### src/hw/hazard_pkg.sv
`default_nettype none

package hazard_pkg;

    localparam logic [6:0] OPC_OP     = 7'b0110011;
    localparam logic [6:0] OPC_OP_IMM = 7'b0010011;
    localparam logic [6:0] OPC_LOAD   = 7'b0000011;
    localparam logic [6:0] OPC_STORE  = 7'b0100011;

    // I form, as used by OP-IMM and LOAD.
    typedef struct packed {
        logic [11:0] imm;
        logic [4:0]  rs1;
        logic [2:0]  funct3;
        logic [4:0]  rd;
        logic [6:0]  opcode;
    } inst_i_t;

    // S form, as used by STORE; rs2 also sits here for R-type.
    typedef struct packed {
        logic [6:0]  imm_hi;
        logic [4:0]  rs2;
        logic [4:0]  rs1;
        logic [2:0]  funct3;
        logic [4:0]  imm_lo;
        logic [6:0]  opcode;
    } inst_s_t;

    typedef union packed {
        inst_i_t i;
        inst_s_t s;
    } inst_word_u;

    typedef struct packed {
        logic        uses_rs1;
        logic        uses_rs2;
        logic [4:0]  rs1;
        logic [4:0]  rs2;
        logic        writes_rd;
        logic [4:0]  rd;
        logic        is_load;
        logic        is_store;
        logic [11:0] offset;
    } cand_t;

    typedef struct packed {
        logic        valid;
        logic        writes_rd;
        logic [4:0]  rd;
        logic        is_load;
        logic        is_store;
        logic [4:0]  base;
        logic [11:0] offset;
    } slot_t;

    typedef struct packed {
        logic rs1_hit;
        logic rs2_hit;
        logic addr_hit;
    } match_t;

    typedef logic [2:0] fwd_sel_t; // 0 is the register file, k+1 is stage k.

    typedef enum logic [1:0] {
        CAUSE_NONE       = 2'd0,
        CAUSE_LOAD_USE   = 2'd1,
        CAUSE_STORE_LOAD = 2'd2
    } cause_t;

    typedef struct packed {
        fwd_sel_t fwd1;
        fwd_sel_t fwd2;
        logic     bubble;
        cause_t   cause;
    } issue_rec_t;

endpackage

`default_nettype wire

### src/hw/issue_ctrl.sv
`timescale 1ns/1ns
`default_nettype none

module issue_ctrl #(
    parameter int NUM_STAGES = 3
) (
    input  logic                   clk,
    input  logic                   rst_n,
    input  logic                   in_req,
    input  hazard_pkg::inst_word_u in_inst,
    input  logic                   need_bubble,
    input  hazard_pkg::cause_t     cause,
    input  hazard_pkg::fwd_sel_t   fwd1,
    input  hazard_pkg::fwd_sel_t   fwd2,
    output logic                   in_ack,
    output hazard_pkg::cand_t      cand,
    output logic                   slot_step,
    output hazard_pkg::slot_t      slot_in,
    output hazard_pkg::issue_rec_t out_rec
);

    logic               seen;
    logic               bubbled;
    hazard_pkg::cause_t bubble_cause;

    assign seen      = in_req && !in_ack; // new request not yet acknowledged.
    assign slot_step = seen;              // every seen cycle is a bubble or an issue.

    always_comb begin
        cand     = '0;
        cand.rs1 = in_inst.i.rs1;
        cand.rs2 = in_inst.s.rs2;
        cand.rd  = in_inst.i.rd;
        case (in_inst.i.opcode)
            hazard_pkg::OPC_OP: begin
                cand.uses_rs1  = 1'b1;
                cand.uses_rs2  = 1'b1;
                cand.writes_rd = 1'b1;
            end
            hazard_pkg::OPC_OP_IMM: begin
                cand.uses_rs1  = 1'b1;
                cand.writes_rd = 1'b1;
            end
            hazard_pkg::OPC_LOAD: begin
                cand.uses_rs1  = 1'b1;
                cand.writes_rd = 1'b1;
                cand.is_load   = 1'b1;
                cand.offset    = in_inst.i.imm;
            end
            hazard_pkg::OPC_STORE: begin
                cand.uses_rs1 = 1'b1;
                cand.uses_rs2 = 1'b1;
                cand.is_store = 1'b1;
                cand.offset   = {in_inst.s.imm_hi, in_inst.s.imm_lo};
            end
            default: begin
            end
        endcase
        if (cand.rd == 5'd0) begin
            cand.writes_rd = 1'b0; // x0 never produces a value.
        end
    end

    // a bubble enters stage 0 as an empty slot.
    always_comb begin
        slot_in = '0;
        if (!need_bubble) begin
            slot_in.valid     = 1'b1;
            slot_in.writes_rd = cand.writes_rd;
            slot_in.rd        = cand.rd;
            slot_in.is_load   = cand.is_load;
            slot_in.is_store  = cand.is_store;
            slot_in.base      = cand.rs1;
            slot_in.offset    = cand.offset;
        end
    end

    always_ff @(posedge clk or negedge rst_n) begin
        if (!rst_n) begin
            in_ack       <= 1'b0;
            bubbled      <= 1'b0;
            bubble_cause <= hazard_pkg::CAUSE_NONE;
            out_rec      <= '0;
        end else if (seen) begin
            if (need_bubble) begin
                bubbled      <= 1'b1;
                bubble_cause <= cause;
            end else begin
                in_ack         <= 1'b1;
                bubbled        <= 1'b0;
                out_rec.fwd1   <= fwd1;
                out_rec.fwd2   <= fwd2;
                out_rec.bubble <= bubbled;
                out_rec.cause  <= bubbled ? bubble_cause : hazard_pkg::CAUSE_NONE;
            end
        end else if (in_ack && !in_req) begin
            in_ack <= 1'b0; // return to zero.
        end
    end

    a_ack_needs_req: assert property (
        @(posedge clk) disable iff (!rst_n)
        $rose(in_ack) |-> $past(in_req)
    ) else $error("in_ack rose without a pending in_req");

endmodule

`default_nettype wire

### src/hw/stage_slot.sv
`timescale 1ns/1ns
`default_nettype none

module stage_slot (
    input  logic               clk,
    input  logic               rst_n,
    input  logic               slot_step,
    input  hazard_pkg::slot_t  prev,
    input  hazard_pkg::cand_t  cand,
    output hazard_pkg::slot_t  cur,
    output hazard_pkg::match_t hit
);

    logic rd_live;
    logic same_addr;

    always_ff @(posedge clk or negedge rst_n) begin
        if (!rst_n) begin
            cur <= '0;
        end else if (slot_step) begin
            cur <= prev; // elastic shift, idle cycles hold.
        end
    end

    assign rd_live   = cur.valid && cur.writes_rd && (cur.rd != 5'd0);
    assign same_addr = (cur.base == cand.rs1) && (cur.offset == cand.offset);

    always_comb begin
        hit.rs1_hit  = rd_live && cand.uses_rs1 && (cur.rd == cand.rs1);
        hit.rs2_hit  = rd_live && cand.uses_rs2 && (cur.rd == cand.rs2);
        hit.addr_hit = cur.valid && cur.is_store && same_addr;
    end

    // decode drops writes_rd for x0 before the slot is built.
    a_no_x0_dest: assert property (
        @(posedge clk) disable iff (!rst_n)
        (cur.valid && cur.writes_rd) |-> (cur.rd != 5'd0)
    ) else $error("slot holds a live write to x0");

endmodule

`default_nettype wire

### src/hw/hazard_resolver.sv
`timescale 1ns/1ns
`default_nettype none

module hazard_resolver #(
    parameter int NUM_STAGES = 3
) (
    input  hazard_pkg::match_t [NUM_STAGES-1:0] hits,
    input  hazard_pkg::slot_t  [NUM_STAGES-1:0] stages,
    input  hazard_pkg::cand_t                   cand,
    output logic                                need_bubble,
    output hazard_pkg::cause_t                  cause,
    output hazard_pkg::fwd_sel_t                fwd1,
    output hazard_pkg::fwd_sel_t                fwd2
);

    logic load_use;
    logic store_load;
    logic ex_load;

    assign ex_load = stages[0].valid && stages[0].is_load;

    // a load in EX has no data yet for a dependent instruction.
    assign load_use = ex_load && (hits[0].rs1_hit || hits[0].rs2_hit);

    // load right behind a store to the same base and offset.
    assign store_load = cand.is_load && hits[0].addr_hit;

    assign need_bubble = load_use || store_load;

    always_comb begin
        if (load_use) begin
            cause = hazard_pkg::CAUSE_LOAD_USE; // load-use wins.
        end else if (store_load) begin
            cause = hazard_pkg::CAUSE_STORE_LOAD;
        end else begin
            cause = hazard_pkg::CAUSE_NONE;
        end
    end

    // Search from the oldest stage towards EX so the nearest producer
    // overwrites any older match.
    always_comb begin
        fwd1 = '0;
        fwd2 = '0;
        for (int k = NUM_STAGES - 1; k >= 0; k--) begin
            if (hits[k].rs1_hit) begin
                fwd1 = hazard_pkg::fwd_sel_t'(k + 1);
            end
            if (hits[k].rs2_hit) begin
                fwd2 = hazard_pkg::fwd_sel_t'(k + 1);
            end
        end
    end

    // stage 0 is empty right after a bubble, so a second one cannot follow.
    always_comb begin
        if (need_bubble) begin
            a_bubble_needs_ex: assert (stages[0].valid)
                else $error("bubble requested with an empty EX stage");
        end
    end

endmodule

`default_nettype wire

### src/hw/hazard_unit_top.sv
`timescale 1ns/1ns
`default_nettype none

module hazard_unit_top #(
    parameter int NUM_STAGES = 3 // 2 to 7, limited by the 3-bit forward code.
) (
    input  logic                   clk,
    input  logic                   rst_n,
    input  logic                   in_req,
    input  hazard_pkg::inst_word_u in_inst,
    output logic                   in_ack,
    output hazard_pkg::issue_rec_t out_rec
);

    hazard_pkg::cand_t                   cand;
    logic                                slot_step;
    hazard_pkg::slot_t                   slot_in;
    hazard_pkg::slot_t  [NUM_STAGES:0]   chain; // chain[0] is the entry, chain[k+1] stage k.
    hazard_pkg::match_t [NUM_STAGES-1:0] hits;
    logic                                need_bubble;
    hazard_pkg::cause_t                  cause;
    hazard_pkg::fwd_sel_t                fwd1;
    hazard_pkg::fwd_sel_t                fwd2;

    assign chain[0] = slot_in;

    issue_ctrl #(
        .NUM_STAGES (NUM_STAGES)
    ) u_issue (
        .clk         (clk),
        .rst_n       (rst_n),
        .in_req      (in_req),
        .in_inst     (in_inst),
        .need_bubble (need_bubble),
        .cause       (cause),
        .fwd1        (fwd1),
        .fwd2        (fwd2),
        .in_ack      (in_ack),
        .cand        (cand),
        .slot_step   (slot_step),
        .slot_in     (slot_in),
        .out_rec     (out_rec)
    );

    for (genvar k = 0; k < NUM_STAGES; k++) begin : g_stage
        stage_slot u_slot (
            .clk       (clk),
            .rst_n     (rst_n),
            .slot_step (slot_step),
            .prev      (chain[k]),
            .cand      (cand),
            .cur       (chain[k+1]),
            .hit       (hits[k])
        );
    end

    hazard_resolver #(
        .NUM_STAGES (NUM_STAGES)
    ) u_resolver (
        .hits        (hits),
        .stages      (chain[NUM_STAGES:1]),
        .cand        (cand),
        .need_bubble (need_bubble),
        .cause       (cause),
        .fwd1        (fwd1),
        .fwd2        (fwd2)
    );

endmodule

`default_nettype wire

### config.mk
export PLATFORM = sky130hd
export DESIGN_NAME = hazard_unit_top
export DESIGN_NICKNAME = d
export VERILOG_FILES = /design/src/hw/hazard_pkg.sv /design/src/hw/issue_ctrl.sv /design/src/hw/stage_slot.sv /design/src/hw/hazard_resolver.sv /design/src/hw/hazard_unit_top.sv
export SDC_FILE = /design/constraint.sdc
export NUM_CORES = 1
export LEC_CHECK = 0
export ABC_CLOCK_PERIOD_IN_PS = 3500
export BUFFER_PORTS_ARGS = -buffer_cell sky130_fd_sc_hd__buf_2
export CORE_MARGIN = 5
export CORE_UTILIZATION = 61
export CTS_CLUSTER_SIZE = 30
export DETAILED_ROUTE_END_ITERATION = 6
export PLACE_DENSITY = 0.88
export SLEW_MARGIN = 0
export SYNTH_ARGS = -nofsm -noshare
export SYNTH_HDL_FRONTEND = slang
export SYNTH_SLANG_ARGS = --single-unit
### constraint.sdc
create_clock -name clk -period 3.5 [get_ports clk]
set_input_delay 0.525 -clock clk [delete_from_list [all_inputs] [get_ports clk]]
set_output_delay 0.525 -clock clk [all_outputs]
set_load 0.01 [all_outputs]
==> reports/metrics.cfg, run 1 <==
[floorplanning]
rows=25
dieArea_sq_um=6460
io_pins=45
die_x_um=80.4
start_util=0.635
coreArea_sq_um=4750
chipHeight_um=80.4

[run]
cap_violations=0

[setup_path]
cp_num_buf_inv=1
critPathKind=in -> reg
crit_family=multiplexers
r2r_cells=5
crit_required_ns=3.70
regToRegStartpoint=g_stage[0].u_slot.cur[20]$_DFFE_PN0P_
crit_path_max_incr_delay_ns=0.46
cpMaxStageDelayCell=mux2i_1
worstReg2RegEnd=u_issue.out_rec[4]$_DFFE_PN0P_
worstSetupEndpointType=flop
crit_arrival_ns=2.69
cp_max_fo=13
cp_num_cells=8
startpoint_type=input pin
r2r_slack_ns=1.16
path_cells=buf_2 -> mux2i_1 -> xor2_1 -> a31o_2 -> o2111ai_2 -> nor2_2 -> nor3_4 -> mux2_2

[global_routing]
antenna_found_initial=0
use_met3=0.0437
grt.met1_usage=0.313
grt_pass1_wl_um=11700
grt_max_degree=52
grt_pass1_vias=2462
grt_busiest_layer=met2
track_usage=0.233
grtUsageMet2=0.377
overflow=0

[pwr]
combPwrFrac=0.175
seq_power_share=0.513
p_sw_frac=0.285
leakagePower_nw=1.52
p_clk_frac=0.312
intPower_uw=974
p_sw_uw=388
power.density_nw_per_um2=407
peakVddDrop_uv=243

[synthesis]
synthArstFlopShare=1.00
synth_area_per_cell_sq_um=9.29
synth_edf_count=0
synth_seq_cells=51
ys_top_cells_by_area=dfrtp_1 42%, nand2_1 11%, xor2_1 6.7%, xnor2_1 6.4%, o21ai_2 5.8%
synth_area_sq_um=3020
synth_top_area_share=0.423
synth_largest_area_cell=dfrtp_1
yosysUniqueCellTypes=48
yosysWarningCount=0
synth-main-ff-cell=dfrtp_1
synth.yosys.seq_area_share=0.423
synthCells=325

[timing]
finalCriticalPeriod_ns=2.49
slew_headroom=0.245
max_freq_ghz=0.402
hold_violations=0
tightest_slew_ns=1.13
slew_viol_final=0
setup_tns_ns=0
rsz0062_at_grt=false
clock-skew-final_ns=0.00666
finalSetupViolCount=0
whs_ns=0.430
layout_worst_path_cycle_share=0.711

[routing]
firstDrtPassIters=4
vias=2422
drt_iter0_drc=158
vias_per_cell=5.71
wire_per_inst_um=16.0
drc=0
wl_um=6790
ant_nets=0

[cells_and_area]
areaGrowthSynthToFinish_pct=10.8
fin_nets=391
final_util=0.703
num_antenna_cells=0
fillers=362
layout-drive-gt1-share=0.258

[cts]
clk_pin_slew_ns=0.09
cts_tree=yes
numCtsBuffers=5
cts_setup_buffers=0
htreeDepth=2
clock_path_buffers=2
cts_root_buf=clkbuf_8
cts_resized=0
hold_buffers=0
clock_latency_ns=0.31
clkSinkCount=51

[placement]
port_buffers=39
hpwl_um=4960
gp_congestion=0.826

[min_path]
hold_path.class=in -> async

[status]
status=finished, final reports clean

layer usage:
| metal | share of wire | up-vias |
|---|---|---|
| li1 | - | 1161 |
| met1 | 0.43 | 1165 |
| met2 | 0.49 | 84 |
| met3 | 0.062 | 12 |
| met4 | 0.019 | 0 |
| met5 | 0 | - |
worst max-delay path by stage:
stage,startpoint,end,slack [ns]
floorplan,in_inst[3],g_stage[0].u_slot.cur[12]$_DFFE_PN0P_,1.06
finish,in_inst[5],u_issue.out_rec[4]$_DFFE_PN0P_,1.01
global route,in_inst[5],u_issue.out_rec[4]$_DFFE_PN0P_,0.88
CTS,in_inst[5],u_issue.out_rec[3]$_DFFE_PN0P_,1.03
global placement,in_inst[3],g_stage[0].u_slot.cur[16]$_DFFE_PN0P_,0.77
detailed placement,in_inst[3],g_stage[0].u_slot.cur[16]$_DFFE_PN0P_,0.71
cell usage in the layout (no fill, tap or decap), types with 2 or more instances in the layout:
cell type,instances
nand2_1,87
dfrtp_1,51
buf_2,39
xor2_1,23
xnor2_1,22
o21ai_2,20
nand3_1,15
nor3_1,8
nor2_1,7
mux2_2,7
mux2i_1,6
clkbuf_8,6
inv_1,5
or4_1,5
nand4_1,5
o21ai_0,5
nor4_1,4
buf_4,4
or3_2,3
o211ai_1,2
a31oi_1,2
a31o_2,2
a211oi_1,2
conb_1,2
per-stage QoR:
stage	setup slack (ns)	instance area (sq um)	cells	power (mW)
2_1_floorplan	1.06	3020	326	0.860
3_3_place_gp	0.767	3230	416	0.931
3_5_place_dp	0.714	3230	416	0.946
4_1_cts	1.03	3340	424	1.37
5_1_grt	0.878	3340	424	1.44
6_report	1.01	3340	424	1.36
registers in the layout (all words and copies together), names as in the netlist:
name	cells
g_stage.u_slot.cur	40
u_issue.out_rec	7
u_issue.bubble_cause	2
u_issue.bubbled	1
u_issue.in_ack	1
area by class of cell:
type,count,area [sq um],share of cell area
Sequential cell,51,1280,0.382
Timing Repair Buffer,44,245,0.0733
Tap cell,67,83.8,0.0251
Inverter,5,18.8,0.00561
Clock inverter,2,35.0,0.0105
Clock buffer,6,82.6,0.0247
Multi-Input combinational cell,249,1600,0.479
cells in the mapped netlist (all sizes together), types with 2 or more instances:
cell type	number
dfrtp	51
mux2i	6
a211oi	3
xnor2	22
nor2	8
o211ai	2
clkbuf	15
or4	6
o21ai	25
xor2	23
nand4	5
nand2	87
nand3	15
nor3	9
nor4	5
a31o	2
a31oi	2
or2	2
mux2	7
buf	6
or3	4
inv	5
worst reg2reg max path, stage by stage, from the launching register on:
cell      delay [ns]
dfrtp_1         0.46
or4_1           0.54
nor2_1          0.33
a211oi_4        0.08
nor3_4          0.43
mux2_2          0.39
kinds of logic (layout without fill, tap and decap cells):
kind of cell,after synthesis,in the layout,synth area share
other,1,2,0.00124
XOR/XNOR,45,45,0.131
multiplexers,13,13,0.0460
flip-flops,51,51,0.423
AND/OR/NAND/NOR,144,144,0.227
buffers and inverters,26,57,0.0485
AO/OA/AOI/OAI,45,45,0.124
power groups by stage:
stage | Combinational [mW] | Sequential (mW) | Clock (mW)
5_1_grt | 0.266 | 0.707 | 0.463
3_5_place_dp | 0.237 | 0.709 | 0
4_1_cts | 0.240 | 0.698 | 0.434
2_1_floorplan | 0.165 | 0.695 | 0
6_report | 0.239 | 0.698 | 0.425
3_3_place_gp | 0.226 | 0.705 | 0
Note: power is estimated with default switching activity, not from simulation.
==> inputs of run 2 (changes only) <==
ABC_CLOCK_PERIOD_IN_PS = 2600   (was 3500)
CORE_UTILIZATION = 57   (was 61)
PLACE_DENSITY = 0.83   (was 0.88)
clock period = 2.6 ns   (was 3.5 ns; I/O delays follow)
==> reports/metrics.cfg, run 2 (synthesized netlist as in run 1, its figures left out) <==
[status]
status=finished, final reports clean

[cells_and_area]
seq_area_sq_um=1280
multi_input_area_sq_um=1600
areaGrowthSynthToFinish_pct=12.8
fin_nets=400
fillers=470
layout-drive-gt1-share=0.276
regMostFlops=g_stage.u_slot.cur
largest_register_ffs=40
biggestRegsByFlops=g_stage.u_slot.cur (40), u_issue.out_rec (7), u_issue.bubble_cause (2)
final_common_cell=nand2_1
final_cell_mix=87 x nand2_1, 51 x dfrtp_1, 39 x buf_2
num_antenna_cells=0

[routing]
ant_nets=0
wl_um=7030
wire_per_inst_um=16.1
drt_iter0_drc=172
drc=0
firstDrtPassIters=4
vias_per_cell=5.64
vias=2458

[placement]
hpwl_um=5240
post-place-ws_ns=-0.0119
gp_congestion=0.839
port_buffers=39

[min_path]
hold_path.class=in -> async

[setup_path]
crit_required_ns=2.83
worstSetupEndpointType=flop
critPathKind=reg -> reg
crit_arrival_ns=2.54
cp_max_fo=7
regToRegStartpoint=g_stage[0].u_slot.cur[19]$_DFFE_PN0P_
r2r_slack_ns=0.28
worstReg2RegEnd=u_issue.out_rec[1]$_DFFE_PN0P_
r2r_cells=6
startpoint_type=flop

[global_routing]
antenna_found_initial=0
grt_pass1_vias=2404
grt_pass1_wl_um=11800
track_usage=0.229
overflow=0
grt_max_degree=37

[timing]
setup_slack_ns=0.282
finalCriticalPeriod_ns=2.32
whs_ns=0.0466
rsz0062_at_grt=false
finalSetupViolCount=0
clock-skew-final_ns=0.00795
slew_headroom=0.601
tightest_slew_ns=0.597
max_freq_ghz=0.431
slew_viol_final=0
layout_worst_path_cycle_share=0.891
hold_violations=0

[cts]
clk_pin_slew_ns=0.10
cts_root_buf=clkbuf_8
cts_setup_buffers=0
hold_buffers=0
cts_tree=yes
htreeDepth=2
cts_resized=0
numCtsBuffers=5
clock_path_buffers=2
clock_latency_ns=0.31
clkSinkCount=51

[floorplanning]
start_util=0.587
io_pins=45
chipHeight_um=82.8
dieArea_sq_um=6850
die_x_um=82.8
coreArea_sq_um=5140
rows=26

[pwr]
power.density_nw_per_um2=516
leakagePower_nw=1.56
peakVddDrop_uv=279

[run]
cap_violations=0

==> run 2: cell count changes in the layout (fill, tap and decap cells not counted), sizes merged <==
cell / delta
bufinv: -1
clkbuf: -1
inv: +2
buf: +9
==> run 2: how the worst max path moves through the flow <==
stage | start | to | depth (start not counted)
2_1_floorplan | in_inst[3] | g_stage[0].u_slot.cur[12]$_DFFE_PN0P_ | 9
3_3_place_gp | in_inst[3] | g_stage[0].u_slot.cur[11]$_DFFE_PN0P_ | 10
3_5_place_dp | in_inst[3] | g_stage[0].u_slot.cur[8]$_DFFE_PN0P_ | 10
4_1_cts | g_stage[0].u_slot.cur[20]$_DFFE_PN0P_ | u_issue.out_rec[1]$_DFFE_PN0P_ | 6
5_1_grt | g_stage[0].u_slot.cur[21]$_DFFE_PN0P_ | g_stage[0].u_slot.cur[9]$_DFFE_PN0P_ | 8
6_report | g_stage[0].u_slot.cur[19]$_DFFE_PN0P_ | u_issue.out_rec[1]$_DFFE_PN0P_ | 6
==> run 2: cell type report <==
cell class | count | share of cell area
clock buffer | 5 | 0.0202
inverter | 5 | 0.00551
multi-input combinational | 249 | 0.471
sequential | 51 | 0.375
clock inverter | 3 | 0.00771
tap | 70 | 0.0257
timing repair buffer | 53 | 0.0955
==> run 2: power breakdown <==
part | internal, mW | leakage, nW | switching (mW) | total (mW)
Combinational | 0.147 | 0.844 | 0.182 | 0.329
Clock | 0.199 | 0.0491 | 0.291 | 0.490
Sequential | 0.857 | 0.666 | 0.0820 | 0.939
Total | 1.20 | 1.56 | 0.555 | 1.76
==> run 2: critical path, cell delays in order, from the launching register on <==
cell and delay, ns:
dfrtp_1 0.46, or4_1 0.54, nor2_1 0.34, a211oi_4 0.08, nor3_4 0.36, buf_4 0.21, mux2i_1 0.24
==> run 2: metrics by stage <==
| step | power (mW) | cell area (sq um) | TNS, ns | util | std cells |
|---|---|---|---|---|---|
| finish | 1.76 | 3410 | 0 | 0.663 | 436 |
| global route | 1.85 | 3410 | 0 | 0.663 | 436 |
| CTS | 1.77 | 3410 | 0 | 0.663 | 436 |
| detailed placement | 1.28 | 3310 | -0.0749 | 0.644 | 428 |
| global placement | 1.26 | 3310 | 0 | 0.644 | 428 |
| floorplan | 1.16 | 3020 | 0 | - | 326 |
==> run 2: per-layer routing <==
layer	track usage	vias to the layer above	routed length, um
met5	0	-	0
li1	-	1184	-
met4	0.0539	0	97
met3	0.0324	8	425
met2	0.369	85	3430
met1	0.328	1181	3070
